## src/logic/csr_pkg.sv

```systemverilog
// shared CSR numbers, field positions, ecodes and op encoding; TLB, DMW and LLbit numbers are not defined
package csr_pkg;

    localparam int CSR_NUM_W = 14;

    // register numbers
    localparam logic [CSR_NUM_W-1:0] CSR_CRMD   = 14'h000;
    localparam logic [CSR_NUM_W-1:0] CSR_PRMD   = 14'h001;
    localparam logic [CSR_NUM_W-1:0] CSR_ECFG   = 14'h004;
    localparam logic [CSR_NUM_W-1:0] CSR_ESTAT  = 14'h005;
    localparam logic [CSR_NUM_W-1:0] CSR_ERA    = 14'h006;
    localparam logic [CSR_NUM_W-1:0] CSR_BADV   = 14'h007;
    localparam logic [CSR_NUM_W-1:0] CSR_EENTRY = 14'h00c;
    localparam logic [CSR_NUM_W-1:0] CSR_SAVE0  = 14'h030;
    localparam logic [CSR_NUM_W-1:0] CSR_SAVE1  = 14'h031;
    localparam logic [CSR_NUM_W-1:0] CSR_SAVE2  = 14'h032;
    localparam logic [CSR_NUM_W-1:0] CSR_SAVE3  = 14'h033;
    localparam logic [CSR_NUM_W-1:0] CSR_TID    = 14'h040;
    localparam logic [CSR_NUM_W-1:0] CSR_TCFG   = 14'h041;
    localparam logic [CSR_NUM_W-1:0] CSR_TVAL   = 14'h042;
    localparam logic [CSR_NUM_W-1:0] CSR_TICLR  = 14'h044;

    // field positions
    localparam int CRMD_IE_BIT       = 2;
    localparam int PRMD_PIE_BIT      = 2;
    localparam int TCFG_EN_BIT       = 0;
    localparam int TCFG_PERIODIC_BIT = 1;
    localparam int TICLR_CLR_BIT     = 0;
    localparam int EENTRY_VA_LSB     = 6;   // entry is 64-byte aligned

    // exception codes that load BADV
    localparam logic [5:0] ECODE_ADE     = 6'h08;
    localparam logic [5:0] ECODE_ALE     = 6'h09;
    localparam logic [8:0] ESUBCODE_ADEF = 9'd1;   // fetch side, BADV takes the pc

    localparam logic [12:0] ECFG_LIE_MASK = 13'h1bff;   // bit 10 reserved
    localparam logic [31:0] TIMER_IDLE    = 32'hffff_ffff;

    typedef enum logic [1:0] {
        OP_NONE = 2'd0,
        OP_RD   = 2'd1,
        OP_WR   = 2'd2,
        OP_XCHG = 2'd3
    } csr_op_t;

    // opcode patterns, csr ops carry 8'h04 in bits 31:24
    localparam logic [31:0] INST_CSR_MASK  = 32'hff00_0000;
    localparam logic [31:0] INST_CSR_MATCH = 32'h0400_0000;
    localparam logic [31:0] INST_ERTN      = 32'h0648_3800;

    // bits under mask come from value, the rest keep old
    function automatic logic [31:0] csr_merge(input logic [31:0] old_value,
                                              input logic [31:0] mask,
                                              input logic [31:0] value);
        csr_merge = (mask & value) | (~mask & old_value);
    endfunction

endpackage

```

## src/logic/csr_inst_decode.sv

```systemverilog
// CSR instruction decode; only csrrd/csrwr/csrxchg and ertn are recognized, all else decodes as no op
`timescale 1ns/1ps

module csr_inst_decode import csr_pkg::*; (
    input  logic                 inst_valid,
    input  logic [31:0]          inst,
    output csr_op_t              op,
    output logic [CSR_NUM_W-1:0] csr_num,
    output logic                 ertn
);

    logic       is_csr_inst;
    logic       is_ertn_inst;
    logic [4:0] rj_field;

    assign is_csr_inst  = (inst & INST_CSR_MASK) == INST_CSR_MATCH;
    assign is_ertn_inst = inst == INST_ERTN;
    assign rj_field     = inst[9:5];

    always_comb begin
        op      = OP_NONE;
        ertn    = 1'b0;
        csr_num = inst[10 +: CSR_NUM_W];   // number field sits in bits 23:10

        if (inst_valid && is_csr_inst) begin
            // rj selects the flavour, rj >= 2 names the mask register
            case (rj_field)
                5'd0:    op = OP_RD;
                5'd1:    op = OP_WR;
                default: op = OP_XCHG;
            endcase
        end

        if (inst_valid && is_ertn_inst) begin
            ertn = 1'b1;
        end

        // csr patterns and ertn are disjoint opcodes
        assert (!(op != OP_NONE && ertn))
            else $error("decode: csr op and ertn active together, inst %h", inst);
    end

endmodule

```

## src/logic/csr_file.sv

```systemverilog
// CSR file; unimplemented numbers read zero and drop writes, CRMD translation fields read zero
`timescale 1ns/1ps

module csr_file import csr_pkg::*; (
    input  logic                 clk,
    input  logic                 resetn,
    input  csr_op_t              op,
    input  logic [CSR_NUM_W-1:0] csr_num,
    input  logic [31:0]          rj_data,
    input  logic [31:0]          rd_data,
    input  logic                 ertn,
    input  logic                 wb_ex,
    input  logic [5:0]           wb_ecode,
    input  logic [8:0]           wb_esubcode,
    input  logic [31:0]          wb_pc,
    input  logic [31:0]          wb_vaddr,
    input  logic [7:0]           hw_int_in,
    input  logic                 ipi_int_in,
    input  logic [31:0]          timer_rvalue,
    input  logic                 is_timer,
    output logic                 csr_we,
    output logic [31:0]          wmask,
    output logic [31:0]          wvalue,
    output logic [31:0]          rvalue,
    output logic [31:0]          eentry,
    output logic [31:0]          era,
    output logic [12:0]          estat_is,
    output logic [12:0]          ecfg_lie,
    output logic                 crmd_ie
);

    logic [1:0]  crmd_plv;
    logic [1:0]  prmd_pplv;
    logic        prmd_pie;
    logic [5:0]  estat_ecode;
    logic [8:0]  estat_esubcode;
    logic [31:0] badv;
    logic [31:EENTRY_VA_LSB] eentry_va;
    logic [31:0] save_data [4];
    logic [31:0] tid;

    logic [31:0] crmd_rvalue;
    logic [31:0] prmd_rvalue;
    logic [31:0] ecfg_rvalue;
    logic [31:0] estat_rvalue;
    logic        ticlr_clr;
    logic        badv_load;

    logic [31:0] crmd_wdata;
    logic [31:0] prmd_wdata;
    logic [31:0] ecfg_wdata;
    logic [31:0] estat_wdata;
    logic [31:0] eentry_wdata;

    // a writeback exception cancels the csr write of this cycle
    assign csr_we = (op == OP_WR || op == OP_XCHG) && !wb_ex;
    assign wmask  = (op == OP_XCHG) ? rj_data : 32'hffff_ffff;
    assign wvalue = rd_data;

    assign crmd_rvalue  = {29'b0, crmd_ie, crmd_plv};
    assign prmd_rvalue  = {29'b0, prmd_pie, prmd_pplv};
    assign ecfg_rvalue  = {19'b0, ecfg_lie};
    assign estat_rvalue = {1'b0, estat_esubcode, estat_ecode, 3'b0, estat_is};
    assign eentry       = {eentry_va, {EENTRY_VA_LSB{1'b0}}};

    // merged write data per register
    assign crmd_wdata   = csr_merge(crmd_rvalue, wmask, wvalue);
    assign prmd_wdata   = csr_merge(prmd_rvalue, wmask, wvalue);
    assign ecfg_wdata   = csr_merge(ecfg_rvalue, wmask, wvalue);
    assign estat_wdata  = csr_merge(estat_rvalue, wmask, wvalue);
    assign eentry_wdata = csr_merge(eentry, wmask, wvalue);

    assign ticlr_clr = csr_we && csr_num == CSR_TICLR
                       && wmask[TICLR_CLR_BIT] && wvalue[TICLR_CLR_BIT];
    assign badv_load = wb_ecode == ECODE_ADE || wb_ecode == ECODE_ALE;

    // CRMD and PRMD, exception > ertn > csr write
    always_ff @(posedge clk) begin
        if (!resetn) begin
            crmd_plv  <= 2'b0;
            crmd_ie   <= 1'b0;
            prmd_pplv <= 2'b0;
            prmd_pie  <= 1'b0;
        end else if (wb_ex) begin
            crmd_plv  <= 2'b0;       // kernel, interrupts off
            crmd_ie   <= 1'b0;
            prmd_pplv <= crmd_plv;
            prmd_pie  <= crmd_ie;
        end else if (ertn) begin
            crmd_plv <= prmd_pplv;
            crmd_ie  <= prmd_pie;
        end else if (csr_we && csr_num == CSR_CRMD) begin
            crmd_plv <= crmd_wdata[1:0];
            crmd_ie  <= crmd_wdata[CRMD_IE_BIT];
        end else if (csr_we && csr_num == CSR_PRMD) begin
            prmd_pplv <= prmd_wdata[1:0];
            prmd_pie  <= prmd_wdata[PRMD_PIE_BIT];
        end
    end

    always_ff @(posedge clk) begin
        if (!resetn) begin
            ecfg_lie <= 13'b0;
        end else if (csr_we && csr_num == CSR_ECFG) begin
            ecfg_lie <= ecfg_wdata[12:0] & ECFG_LIE_MASK;
        end
    end

    // interrupt status, sampled every cycle
    always_ff @(posedge clk) begin
        if (!resetn) begin
            estat_is <= 13'b0;
        end else begin
            if (csr_we && csr_num == CSR_ESTAT) begin
                estat_is[1:0] <= estat_wdata[1:0];   // soft ints
            end
            estat_is[9:2] <= hw_int_in;
            estat_is[10]  <= 1'b0;
            if (is_timer) begin
                estat_is[11] <= 1'b1;   // new tick wins over a clear
            end else if (ticlr_clr) begin
                estat_is[11] <= 1'b0;
            end
            estat_is[12] <= ipi_int_in;
        end
    end

    // exception record
    always_ff @(posedge clk) begin
        if (!resetn) begin
            estat_ecode    <= 6'b0;
            estat_esubcode <= 9'b0;
            era            <= 32'b0;
            badv           <= 32'b0;
        end else if (wb_ex) begin
            estat_ecode    <= wb_ecode;
            estat_esubcode <= wb_esubcode;
            era            <= wb_pc;
            if (badv_load) begin
                badv <= (wb_ecode == ECODE_ADE && wb_esubcode == ESUBCODE_ADEF) ? wb_pc : wb_vaddr;
            end
        end else if (csr_we && csr_num == CSR_ERA) begin
            era <= csr_merge(era, wmask, wvalue);
        end else if (csr_we && csr_num == CSR_BADV) begin
            badv <= csr_merge(badv, wmask, wvalue);
        end
    end

    // plain software registers
    always_ff @(posedge clk) begin
        if (!resetn) begin
            eentry_va <= '0;
            tid       <= 32'b0;
            for (int i = 0; i < 4; i++) begin
                save_data[i] <= 32'b0;
            end
        end else if (csr_we) begin
            if (csr_num == CSR_EENTRY) begin
                eentry_va <= eentry_wdata[31:EENTRY_VA_LSB];
            end
            if (csr_num == CSR_TID) begin
                tid <= csr_merge(tid, wmask, wvalue);
            end
            if (csr_num[CSR_NUM_W-1:2] == CSR_SAVE0[CSR_NUM_W-1:2]) begin   // 0x30..0x33
                save_data[csr_num[1:0]] <= csr_merge(save_data[csr_num[1:0]], wmask, wvalue);
            end
        end
    end

    always_comb begin
        case (csr_num)
            CSR_CRMD:   rvalue = crmd_rvalue;
            CSR_PRMD:   rvalue = prmd_rvalue;
            CSR_ECFG:   rvalue = ecfg_rvalue;
            CSR_ESTAT:  rvalue = estat_rvalue;
            CSR_ERA:    rvalue = era;
            CSR_BADV:   rvalue = badv;
            CSR_EENTRY: rvalue = eentry;
            CSR_SAVE0, CSR_SAVE1, CSR_SAVE2, CSR_SAVE3:
                        rvalue = save_data[csr_num[1:0]];
            CSR_TID:    rvalue = tid;
            CSR_TCFG, CSR_TVAL, CSR_TICLR:
                        rvalue = timer_rvalue;   // timer owns these
            default:    rvalue = 32'b0;
        endcase
    end

    a_lie_reserved: assert property (@(posedge clk) disable iff (!resetn)
        ecfg_lie[10] == 1'b0)
        else $error("csr_file: ECFG.LIE bit 10 set");

endmodule

```

## src/logic/csr_timer.sv

```systemverilog
// TCFG/TVAL timer; counts initial value times four down to zero, TICLR reads back as zero
`timescale 1ns/1ps

module csr_timer import csr_pkg::*; (
    input  logic                 clk,
    input  logic                 resetn,
    input  logic                 csr_we,
    input  logic [CSR_NUM_W-1:0] csr_num,
    input  logic [31:0]          wmask,
    input  logic [31:0]          wvalue,
    output logic [31:0]          timer_rvalue,
    output logic                 is_timer
);

    logic        tcfg_en;
    logic        tcfg_periodic;
    logic [29:0] tcfg_initval;
    logic [31:0] timer_cnt;
    logic        tcfg_we;
    logic [31:0] tcfg_cur;
    logic [31:0] tcfg_next;

    assign tcfg_cur  = {tcfg_initval, tcfg_periodic, tcfg_en};
    assign tcfg_we   = csr_we && csr_num == CSR_TCFG;
    assign tcfg_next = csr_merge(tcfg_cur, wmask, wvalue);

    // one cycle pulse, the counter leaves zero on the next edge
    assign is_timer = tcfg_en && timer_cnt == 32'b0;

    always_ff @(posedge clk) begin
        if (!resetn) begin
            tcfg_en       <= 1'b0;
            tcfg_periodic <= 1'b0;
            tcfg_initval  <= 30'b0;
            timer_cnt     <= TIMER_IDLE;
        end else if (tcfg_we) begin
            tcfg_en       <= tcfg_next[TCFG_EN_BIT];
            tcfg_periodic <= tcfg_next[TCFG_PERIODIC_BIT];
            tcfg_initval  <= tcfg_next[31:2];
            if (tcfg_next[TCFG_EN_BIT]) begin
                timer_cnt <= {tcfg_next[31:2], 2'b00};   // restart on enable
            end
        end else if (tcfg_en && timer_cnt != TIMER_IDLE) begin
            if (timer_cnt == 32'b0) begin
                timer_cnt <= tcfg_periodic ? {tcfg_initval, 2'b00} : TIMER_IDLE;
            end else begin
                timer_cnt <= timer_cnt - 32'd1;
            end
        end
    end

    always_comb begin
        case (csr_num)
            CSR_TCFG: timer_rvalue = tcfg_cur;
            CSR_TVAL: timer_rvalue = timer_cnt;
            default:  timer_rvalue = 32'b0;
        endcase
    end

    a_cnt_frozen: assert property (@(posedge clk) disable iff (!resetn)
        (!tcfg_en && !tcfg_we) |=> $stable(timer_cnt))
        else $error("csr_timer: counter moved while disabled");

endmodule

```

## src/logic/csr_redirect.sv

```systemverilog
// pipeline redirect and interrupt request; exception beats ertn, target is zero when no flush
`timescale 1ns/1ps

module csr_redirect import csr_pkg::*; (
    input  logic        wb_ex,
    input  logic        ertn,
    input  logic [31:0] eentry,
    input  logic [31:0] era,
    input  logic [12:0] estat_is,
    input  logic [12:0] ecfg_lie,
    input  logic        crmd_ie,
    output logic        flush,
    output logic [31:0] flush_target,
    output logic        int_req
);

    logic [12:0] pending;

    assign pending = estat_is & ecfg_lie;   // enabled and raised

    always_comb begin
        flush = wb_ex || ertn;

        if (wb_ex) begin
            flush_target = eentry;          // exception entry
        end else if (ertn) begin
            flush_target = era;             // return address
        end else begin
            flush_target = 32'b0;
        end

        // global enable gates every line
        int_req = crmd_ie && (|pending);

        // eentry comes from the csr file with its low bits tied off
        if (wb_ex) begin
            assert (flush_target[EENTRY_VA_LSB-1:0] == '0)
                else $error("csr_redirect: unaligned exception target %h", flush_target);
        end
    end

endmodule

```

## src/logic/csr_unit.sv

```systemverilog
// CSR unit top; one instruction per cycle, no back-pressure, rf_we is high for every CSR op
`timescale 1ns/1ps

module csr_unit import csr_pkg::*; (
    input  logic        clk,
    input  logic        resetn,
    input  logic        inst_valid,
    input  logic [31:0] inst,
    input  logic [31:0] rj_data,
    input  logic [31:0] rd_data,
    input  logic        wb_ex,
    input  logic [5:0]  wb_ecode,
    input  logic [8:0]  wb_esubcode,
    input  logic [31:0] wb_pc,
    input  logic [31:0] wb_vaddr,
    input  logic [7:0]  hw_int_in,
    input  logic        ipi_int_in,
    output logic        rf_we,
    output logic [31:0] rf_wdata,
    output logic        flush,
    output logic [31:0] flush_target,
    output logic        int_req
);

    csr_op_t              op;
    logic [CSR_NUM_W-1:0] csr_num;
    logic                 ertn;
    logic                 csr_we;
    logic [31:0]          wmask;
    logic [31:0]          wvalue;
    logic [31:0]          timer_rvalue;
    logic                 is_timer;
    logic [31:0]          eentry;
    logic [31:0]          era;
    logic [12:0]          estat_is;
    logic [12:0]          ecfg_lie;
    logic                 crmd_ie;

    assign rf_we = op != OP_NONE;   // old value goes back for rd, wr and xchg

    csr_inst_decode u_decode (
        .inst_valid (inst_valid),
        .inst       (inst),
        .op         (op),
        .csr_num    (csr_num),
        .ertn       (ertn)
    );

    csr_file u_file (
        .clk          (clk),
        .resetn       (resetn),
        .op           (op),
        .csr_num      (csr_num),
        .rj_data      (rj_data),
        .rd_data      (rd_data),
        .ertn         (ertn),
        .wb_ex        (wb_ex),
        .wb_ecode     (wb_ecode),
        .wb_esubcode  (wb_esubcode),
        .wb_pc        (wb_pc),
        .wb_vaddr     (wb_vaddr),
        .hw_int_in    (hw_int_in),
        .ipi_int_in   (ipi_int_in),
        .timer_rvalue (timer_rvalue),
        .is_timer     (is_timer),
        .csr_we       (csr_we),
        .wmask        (wmask),
        .wvalue       (wvalue),
        .rvalue       (rf_wdata),
        .eentry       (eentry),
        .era          (era),
        .estat_is     (estat_is),
        .ecfg_lie     (ecfg_lie),
        .crmd_ie      (crmd_ie)
    );

    csr_timer u_timer (
        .clk          (clk),
        .resetn       (resetn),
        .csr_we       (csr_we),
        .csr_num      (csr_num),
        .wmask        (wmask),
        .wvalue       (wvalue),
        .timer_rvalue (timer_rvalue),
        .is_timer     (is_timer)
    );

    csr_redirect u_redirect (
        .wb_ex        (wb_ex),
        .ertn         (ertn),
        .eentry       (eentry),
        .era          (era),
        .estat_is     (estat_is),
        .ecfg_lie     (ecfg_lie),
        .crmd_ie      (crmd_ie),
        .flush        (flush),
        .flush_target (flush_target),
        .int_req      (int_req)
    );

endmodule

```

## config.mk

```make
export PLATFORM = sky130hd
export DESIGN_NAME = csr_unit
export DESIGN_NICKNAME = d
export VERILOG_FILES = /design/src/logic/csr_pkg.sv /design/src/logic/csr_inst_decode.sv /design/src/logic/csr_file.sv /design/src/logic/csr_timer.sv /design/src/logic/csr_redirect.sv /design/src/logic/csr_unit.sv
export SDC_FILE = /design/constraint.sdc
export NUM_CORES = 1
export LEC_CHECK = 0
export BUFFER_PORTS_ARGS = -buffer_cell sky130_fd_sc_hd__buf_2
export CORE_MARGIN = 5
export CORE_UTILIZATION = 50
export CTS_CLUSTER_SIZE = 14
export DETAILED_ROUTE_END_ITERATION = 7
export PLACE_DENSITY_LB_ADDON = 0.25
export SLEW_MARGIN = 20
export SYNTH_ARGS = -nofsm -noshare
export SYNTH_HDL_FRONTEND = slang
export SYNTH_SLANG_ARGS = --single-unit
```

## constraint.sdc

```tcl
create_clock -name clk -period 5.2 [get_ports clk]
set_input_delay 0.26 -clock clk [delete_from_list [all_inputs] [get_ports clk]]
set_output_delay 0.26 -clock clk [all_outputs]
set_load 0.005 [all_outputs]
```

== Word level (Yosys, flattened, before mapping) ==
Memory sizes are Yosys's and may differ from the RTL's.
Index checks and enable logic that the tools add are counted.
Cells by class
  reduce and logical (&&, ||, !) cells: 41
  add/subtract/negate cells: 1
  eq/ne operators: 29
  bitwise operators: 24
  muxes and demuxes: 42
Operators by type and width (number)
  two-way mux 32 bit: 16
  one-hot mux 32 bit (10 select lines): 1
  bitwise AND 32 bit: 7
  bitwise OR 32 bit: 6
  one-hot mux 32 bit (2 select lines): 1
  equality test 14 x 3 -> 1 bit (second input constant): 4
  equality test 14 x 6 -> 1 bit (second input constant): 4
  equality test 14 x 7 -> 1 bit (second input constant): 4
  equality test 32 x 27 -> 1 bit (second input constant): 1
  zero test 32 bit: 1
  != test 32 bit (second input constant): 1
  inverter 32 bit: 1
  OR reduction 32 bit: 1
  subtractor 32 x 1 -> 32 bit (second input constant): 1
  bitwise AND 13 bit: 2
  logical AND 1 bit: 17
  two-way mux 2 bit: 8
  two-way mux 1 bit: 15
  equality test 14 x 1 -> 1 bit (second input constant): 1
  equality test 14 x 4 -> 1 bit (second input constant): 1
  zero test 14 bit: 1
  nonzero test 2 bit: 7
  bitwise OR 13 bit: 1
  OR reduction 13 bit: 1
  22 further kinds: 34
Storage, ports and cells
  input port bits: 188
  output and inout bits: 67
  flip-flop bits (word level): 231
  memories kept: 1
  memory bits (writable): 128
Memories
  u_file.save_data: depth 4, bits a word 32, read ports 1, clocked after Yosys merged registers in 0, write ports 4, RTL line csr_file.sv:39  | logic [31:0] save_data [4];

== Longest topological paths before layout ==
Gate-level depths: netlist of the first run.
  word-level depth: 12
  depth in mapped cells: 10
  gate-level depth less buffers: 8

== Modules after synthesis ==
A second synthesis of the first run with hierarchy kept.
Second synthesis, totals
  cells, all modules: 2198
  area, all modules: 20599.8 sq um
By module, submodules not included
  csr_file: cells an instance 1517, instances 1, area an instance 15491.1 sq um
  csr_timer: cells an instance 597, instances 1, area an instance 4453.0 sq um
  csr_redirect: cells an instance 54, instances 1, area an instance 415.4 sq um
  csr_inst_decode: cells an instance 29, instances 1, area an instance 234.0 sq um
  csr_unit: cells an instance 1, instances 1, area an instance 6.3 sq um

== Worst setup path after synthesis of the first run ==
No wires, ideal clock.
  path kind: input to register
  start point: in inst[18]
  end point: mem u_file.save_data[0][0], enable pin
  path slack: 637 ps
  data arrival time: 4098 ps
  stages on the path: 6
  buffers on the path: 1
  path through: nor4_4 > nand2_1 > nor4_1 > clkbuf_1 > nand2_1 > o21ai_0
RTL lines
  start, declared: RTL line csr_unit.sv:8  | input logic [31:0] inst,
  end, declared: RTL line csr_file.sv:39

== Final worst setup path of the first run ==
  start point: in inst[11]
  end point: out rf_wdata[20]
Between the ends
  longest elaborated chain between the ends: 3
  elaborated cells on any way between the ends: 20
  classes of those cells: eq/ne: 14; mux: 2; reduce/logical: 3; memory: 1
Ends and longest elaborated chain
  equality test 14 x 7 -> 1 bit, or another cell as far along: RTL line csr_file.sv:171, csr_timer.sv:53
  one-hot mux 32 bit (2 select lines), or another cell as far along: RTL line csr_timer.sv:53  | case (csr_num)
  one-hot mux 32 bit (10 select lines) *: RTL line csr_file.sv:171  | case (csr_num)
  end, declared: RTL line csr_unit.sv:19  | output logic [31:0] rf_wdata,
Every way passes the cells marked *; elsewhere a longest branch is shown, timed or not.

==> results.py, run 1 <==
metrics = {
    "run_status": {
        "status": "finished with violations",
        "violations": "design-rule violations",
    },
    "cts": {
        "cts_buffer_depth": 3,
        "htreeDepth": 2,
        "cts.sinks": 359,
        "clk_pin_slew_ns": 0.06,
        "clk_latency_ns": 0.57,
        "numCtsBuffers": 40,
        "tritoncts": "yes",
        "cts_root_buf": "clkbuf_16",
        "cts_setup_buffers": 0,
    },
    "logic_synthesis": {
        "synth.distinct_cells": 78,
        "synth_async_sr_flop_share": 0,
        "synth_edf_count": 128,
        "syn_avg_cell_area_um2": 8.994,
        "ys_ff_latch": 359,
        "ys_seq_area_frac": 0.4270,
        "syn_inst": 2205,
        "synth_top_flop_cell": "dfxtp_1",
        "ys_warn_count": 0,
        "synth_area_um2": 19830,
        "syn-num-nets": 2396,
    },
    "finish": {
        "final_cells": 2953,
        "area_growth_pct": 16.84,
        "layout.nets": 2585,
        "finish.utilization": 0.5872,
        "drive_above_1_share": 0.2104,
        "design_area_um2": 23170,
    },
    "timing": {
        "finalMaxSlewViolations": 0,
        "fmax_mhz": 279.0,
        "finalHoldViolCount": 0,
        "holdWs_ns": 0.01919,
        "setup_viol_count_final": 0,
        "slew_headroom": 0.2063,
        "rsz0062_at_grt": "false",
        "worst_pin_slew_ns": 1.188,
        "setup_tns_ns": 0,
        "period_minus_slack_ns": 3.585,
        "timing.final.ws_setup_ns": 1.615,
        "finClkSkew_ns": 0.01332,
        "period_share": 0.6894,
    },
    "power_and_ir_drop": {
        "pwr-share-seq": 0.461,
        "leakage_nw": 8.879,
        "switching_share": 0.2446,
        "ir_drop_uv": 328.4,
        "p_per_area_nw_per_um2": 284.1,
        "power_switching_mw": 1.610,
        "power_mw": 6.583,
        "power_frac_comb": 0.089,
        "pwr-share-clk": 0.451,
        "internal_power_mw": 4.973,
    },
    "drt": {
        "first_iter_violations": 3456,
        "drc": 10,
        "ant_nets": 0,
        "dr.pass1.iters": 8,
        "via_per_inst": 6.896,
        "routed_wl_um": 84020,
        "wl_per_cell_um": 28.45,
        "vias": 20360,
    },
    "placed_design": {
        "place_area_um2": 21570,
        "gp_congestion": 1.032,
        "dp_cells": 2853,
        "pre_cts_ws_ns": 1.515,
        "place_hpwl_um": 58010,
        "portBuffers": 254,
    },
    "floorplan": {
        "fp.dieW_um": 209.2,
        "ios": 255,
        "dieArea_um2": 43750,
        "start_util": 0.5026,
        "core_um2": 39460,
        "rows": 73,
        "fp.dieH_um": 209.2,
    },
    "worst_setup_path": {
        "start_kind": "primary input",
        "crit_required_ns": 4.94,
        "cpPeakStageDelay_ns": 0.59,
        "path_max_fanout": 33,
        "path_cells": "buf_2, nand2b_2, buf_4, nor2_1, buf_4, a222oi_1, nand3_1, a21o_1, buf_2",
        "crit_arrival_ns": 3.32,
        "setup.worst_path.class": "in -> out",
        "slowest_stage": "a222oi_1",
        "crit_path_end_kind": "output port",
    },
    "grt": {
        "grt.busiest_layer": "met2",
        "antenna_found_initial": 4,
        "grt_max_degree": 98,
        "grt_use_met1": 0.5163,
        "grt_pass1_wl_um": 122300,
        "first_global_vias": 19130,
        "grtUsageMet2": 0.5206,
        "global_route.usage.met3": 0.1218,
        "grt.overflow.total": 0,
        "grt.total_usage": 0.3645,
    },
    "job": {
        "max-cap-violations": 0,
    },
    "worst_hold_path": {
        "hold_class": "in -> reg",
    },
}
-- Yosys cell counts (all sizes together) (39+ instances only) --
library cell	number	area [µm²]
dfxtp	231	4624
nor2	208	780.8
nand2	178	670.7
o21ai	150	750.7
nand3	146	735.7
nor3	144	720.7
clkbuf	135	509.2
edfxtp	128	3844
a21oi	99	503.0
a21boi	97	728.2
mux2i	71	710.7
inv	66	247.7
o221a	65	731.9
buf	47	239.0
a222oi	41	410.4
mux4	39	878.3
-- repair_timing --
item / in CTS / in global routing
hold buffers: 24 / 0
endpoints found under the hold margin: 25 / 0
gates resized for setup: 0 / 0
-- power groups by stage --
stage | combinational (mW) | sequential [mW] | clock (mW)
2_1_floorplan | 0.286 | 3.07 | 0
6_report | 0.583 | 3.03 | 2.97
4_1_cts | 0.559 | 3.03 | 2.97
3_3_place_gp | 0.536 | 3.09 | 0
5_1_grt | 0.605 | 3.04 | 3.09
3_5_place_dp | 0.543 | 3.09 | 0
-- path summary, 6_finish.rpt --
kind | startpoint | end | slack (ns) | depth (start not counted)
max | inst[11] | rf_wdata[20] | 1.62 | 9
min | rd_data[25] | register | 0.02 | 3
max reg2reg | u_timer.timer_cnt[14] | u_timer.timer_cnt[11] | 1.77 | 7
min reg2reg | register | register | 0.49 | 2
-- critical path, delay by kind of cell --
family                 cells  cell delay [ns]
and+or+nand+nor            3             0.88
AOI/OAI and AO/OA          2             0.78
buffers and inverters      4             1.38
-- layout make-up --
type	instances	area (µm²)
Fill cell	3470	16290
Multi-Input combinational cell	1598	10500
Sequential cell	359	8468
Timing Repair Buffer	329	1929
Clock buffer	62	1186
Tap cell	525	656.9
Inverter	66	247.7
Clock inverter	10	168.9
Antenna cell	4	10.01
-- routing by layer --
layer / vias to the layer above / wire length [µm]
met4: 0 / 3333
met1: 9869 / 32210
met3: 232 / 12970
met2: 1577 / 35500
li1: 8686 / -
met5: - / 0
-- layout by cell type (no fill, tap or decap), types with 20 or more instances in the layout --
master	count
buf_2	251
dfxtp_1	231
nor2_1	204
nand2_1	177
o21ai_0	146
nand3_1	144
nor3_1	143
edfxtp_1	128
a21oi_1	96
a21boi_0	77
mux2i_1	71
inv_1	66
o221a_2	62
buf_4	51
a222oi_1	41
clkbuf_16	40
mux4_2	39
a22oi_1	33
nand2b_1	29
nand4_1	25
nor2b_1	25
dlygate4sd3_1	24
or3_1	21
a21boi_1	20
-- logic make-up (layout without fill, tap and decap cells) --
kind of cell / Yosys count / count (layout) / share of synthesized area
adder cells (fa/ha/maj): 3 / 3 / 0.001893
buffers and inverters: 248 / 467 / 0.05022
XOR/XNOR: 14 / 14 / 0.006183
AND/OR/NAND/NOR: 870 / 870 / 0.2168
other: 0 / 4 / 0
multiplexers: 111 / 111 / 0.08069
flip-flops: 359 / 359 / 0.4270
AO/OA/AOI/OAI: 600 / 600 / 0.2172
Note: power is estimated with default switching activity, not from simulation.
==> run 2: changes to the inputs <==
ABC_AREA = 1   (was not set)
clock period = 3 ns   (was 5.2 ns; I/O delays follow)
==> results.py, run 2 <==
metrics = {
    "run_status": {
        "status": "completed",
    },
    "timing": {
        "period_minus_slack_ns": 2.526,
        "finClkSkew_ns": 0.01760,
        "rsz0062_at_grt": "false",
        "period_share": 0.8420,
        "setup_tns_ns": 0,
        "setup_viol_count_final": 0,
        "worst_pin_slew_ns": 0.9889,
        "timing.final.ws_setup_ns": 0.4740,
        "slew_headroom": 0.3337,
        "finalHoldViolCount": 0,
        "fmax_mhz": 395.9,
        "finalMaxSlewViolations": 0,
        "holdWs_ns": 0.01391,
    },
    "floorplan": {
        "fp.dieW_um": 215.1,
        "rows": 75,
        "core_um2": 41760,
        "start_util": 0.5036,
        "ios": 255,
        "fp.dieH_um": 215.1,
        "dieArea_um2": 46260,
    },
    "placed_design": {
        "place_hpwl_um": 62040,
        "pre_cts_ws_ns": 0.5355,
        "place_area_um2": 22970,
        "dp_cells": 3915,
        "gp_congestion": 0.9969,
        "portBuffers": 254,
    },
    "finish": {
        "fillCellCount": 3995,
        "mostFrequentLayoutCell": "nand2_1",
        "finish.utilization": 0.6007,
        "area_growth_pct": 19.28,
        "drive_above_1_share": 0.1256,
        "final_cells": 4067,
        "layout_common_cells": "nand2_1 (899), nor2_1 (482), inv_1 (334)",
        "layout.nets": 3688,
        "design_area_um2": 25090,
    },
    "worst_setup_path": {
        "reg2reg_depth": 9,
        "r2r_start": "u_timer.timer_cnt[16]",
        "path_max_fanout": 15,
        "setup.worst_path.class": "in -> out",
        "crit_arrival_ns": 2.38,
        "rr_endpoint": "u_timer.timer_cnt[11]",
        "start_kind": "primary input",
        "r2r_slack_ns": 0.55,
        "crit_required_ns": 2.85,
        "crit_path_end_kind": "output port",
    },
    "logic_synthesis": {
        "ys_warn_count": 0,
        "yosysMostFrequentCell": "nand2_1",
        "synth_commonest_cells": "nand2_1 (900), nor2_1 (483), inv_1 (335)",
        "syn_avg_cell_area_um2": 6.556,
        "synth.distinct_cells": 45,
        "synth_top_flop_cell": "dfxtp_1",
        "yosys.area.top_type": "dfxtp_1",
        "syn_inst": 3208,
        "syn-num-nets": 3399,
        "synth_async_sr_flop_share": 0,
        "synth_area_um2": 21030,
        "ys_ff_latch": 359,
        "ys_seq_area_frac": 0.4027,
        "synth_edf_count": 128,
        "synth.area.top_cells": "dfxtp_1 (22%), edfxtp_1 (18%), nand2_1 (16%)",
        "synth_top_area_frac": 0.2199,
    },
    "grt": {
        "antenna_found_initial": 1,
        "grt_max_degree": 83,
        "grt.total_usage": 0.3590,
        "first_global_vias": 21680,
        "grt.overflow.total": 0,
        "grt_pass1_wl_um": 130300,
    },
    "power_and_ir_drop": {
        "p_per_area_nw_per_um2": 460.3,
        "leakage_nw": 11.71,
        "ir_drop_uv": 536.4,
        "power_mw": 11.55,
    },
    "drt": {
        "vias": 23590,
        "dr.pass1.iters": 6,
        "drc": 0,
        "wl_per_cell_um": 21.30,
        "routed_wl_um": 86640,
        "ant_nets": 0,
        "first_iter_violations": 3137,
        "via_per_inst": 5.800,
    },
    "cts": {
        "clk_latency_ns": 0.57,
        "numCtsBuffers": 42,
        "tritoncts": "yes",
        "cts.sinks": 359,
        "htreeDepth": 2,
        "cts_root_buf": "clkbuf_16",
        "clk_pin_slew_ns": 0.06,
        "cts_buffer_depth": 3,
    },
    "job": {
        "max-cap-violations": 0,
    },
    "worst_hold_path": {
        "whs_path_depth": 7,
        "min_from": "wb_vaddr[25]",
        "hold_class": "in -> reg",
    },
}
run 2: logic make-up after synthesis:
kind of cell | after synthesis | synth area share
simple gates | 1825 | 0.3661
flops | 359 | 0.4027
xor+xnor | 6 | 0.002499
fa+ha+maj | 3 | 0.001785
compound gates | 514 | 0.1298
buf+inv | 501 | 0.09716
run 2: report_power, final:
part           leakage, nW  internal (mW)  switching [mW]  total [mW]
logic                 7.95          0.397           0.780        1.18
registers             3.10           5.20          0.0754        5.28
clock network        0.664           3.02            2.07        5.09
total                 11.7           8.62            2.92        11.5
run 2: cell type report:
type                       instances  area [µm²]  area share
antenna                            2       5.005   0.0001995
clock buffer                      64        1247     0.04973
clock inverter                     9       95.09    0.003791
inverter                         345        1297     0.05172
multi-input combinational       2348       10550      0.4207
sequential                       359        8468      0.3376
tap                              539       674.4     0.02688
timing repair buffer             401        2745      0.1094
run 2: what timing repair did:
item	CTS	global route
gates resized for setup	0	0
hold endpoints to repair	120	0
hold buffers	77	0
buffers inserted	0	0
run 2: worst max-delay path, stage by stage:
cell	delay (ns)
buf_2	0.11
nor2_1	0.19
nand3_2	0.19
nor2_4	0.20
nand3_1	0.15
inv_1	0.65
buf_4	0.32
nand2_1	0.06
o21ai_0	0.07
nor2_1	0.06
nand3_1	0.09
buf_2	0.13
run 2: worst max path at each step:
stage,slack (ns),startpoint,endpoint,depth (start not counted)
floorplan,-0.06,inst[21],u_file.save_data[0][0],8
global placement,0.60,u_timer.timer_cnt[18],u_timer.timer_cnt[21],12
detailed placement,0.54,inst[23],rf_wdata[6],12
CTS,0.53,inst[11],flush_target[30],11
global route,0.28,inst[11],flush_target[30],11
finish,0.47,inst[23],rf_wdata[7],12
run 2: per-layer routing:
layer | up-vias | wire length [µm] | track usage
met3 | 181 | 11090 | 0.09738
li1 | 11000 | - | -
met2 | 1456 | 36140 | 0.5235
met4 | 0 | 2724 | 0.1144
met1 | 10950 | 36690 | 0.5198
met5 | - | 0 | 0
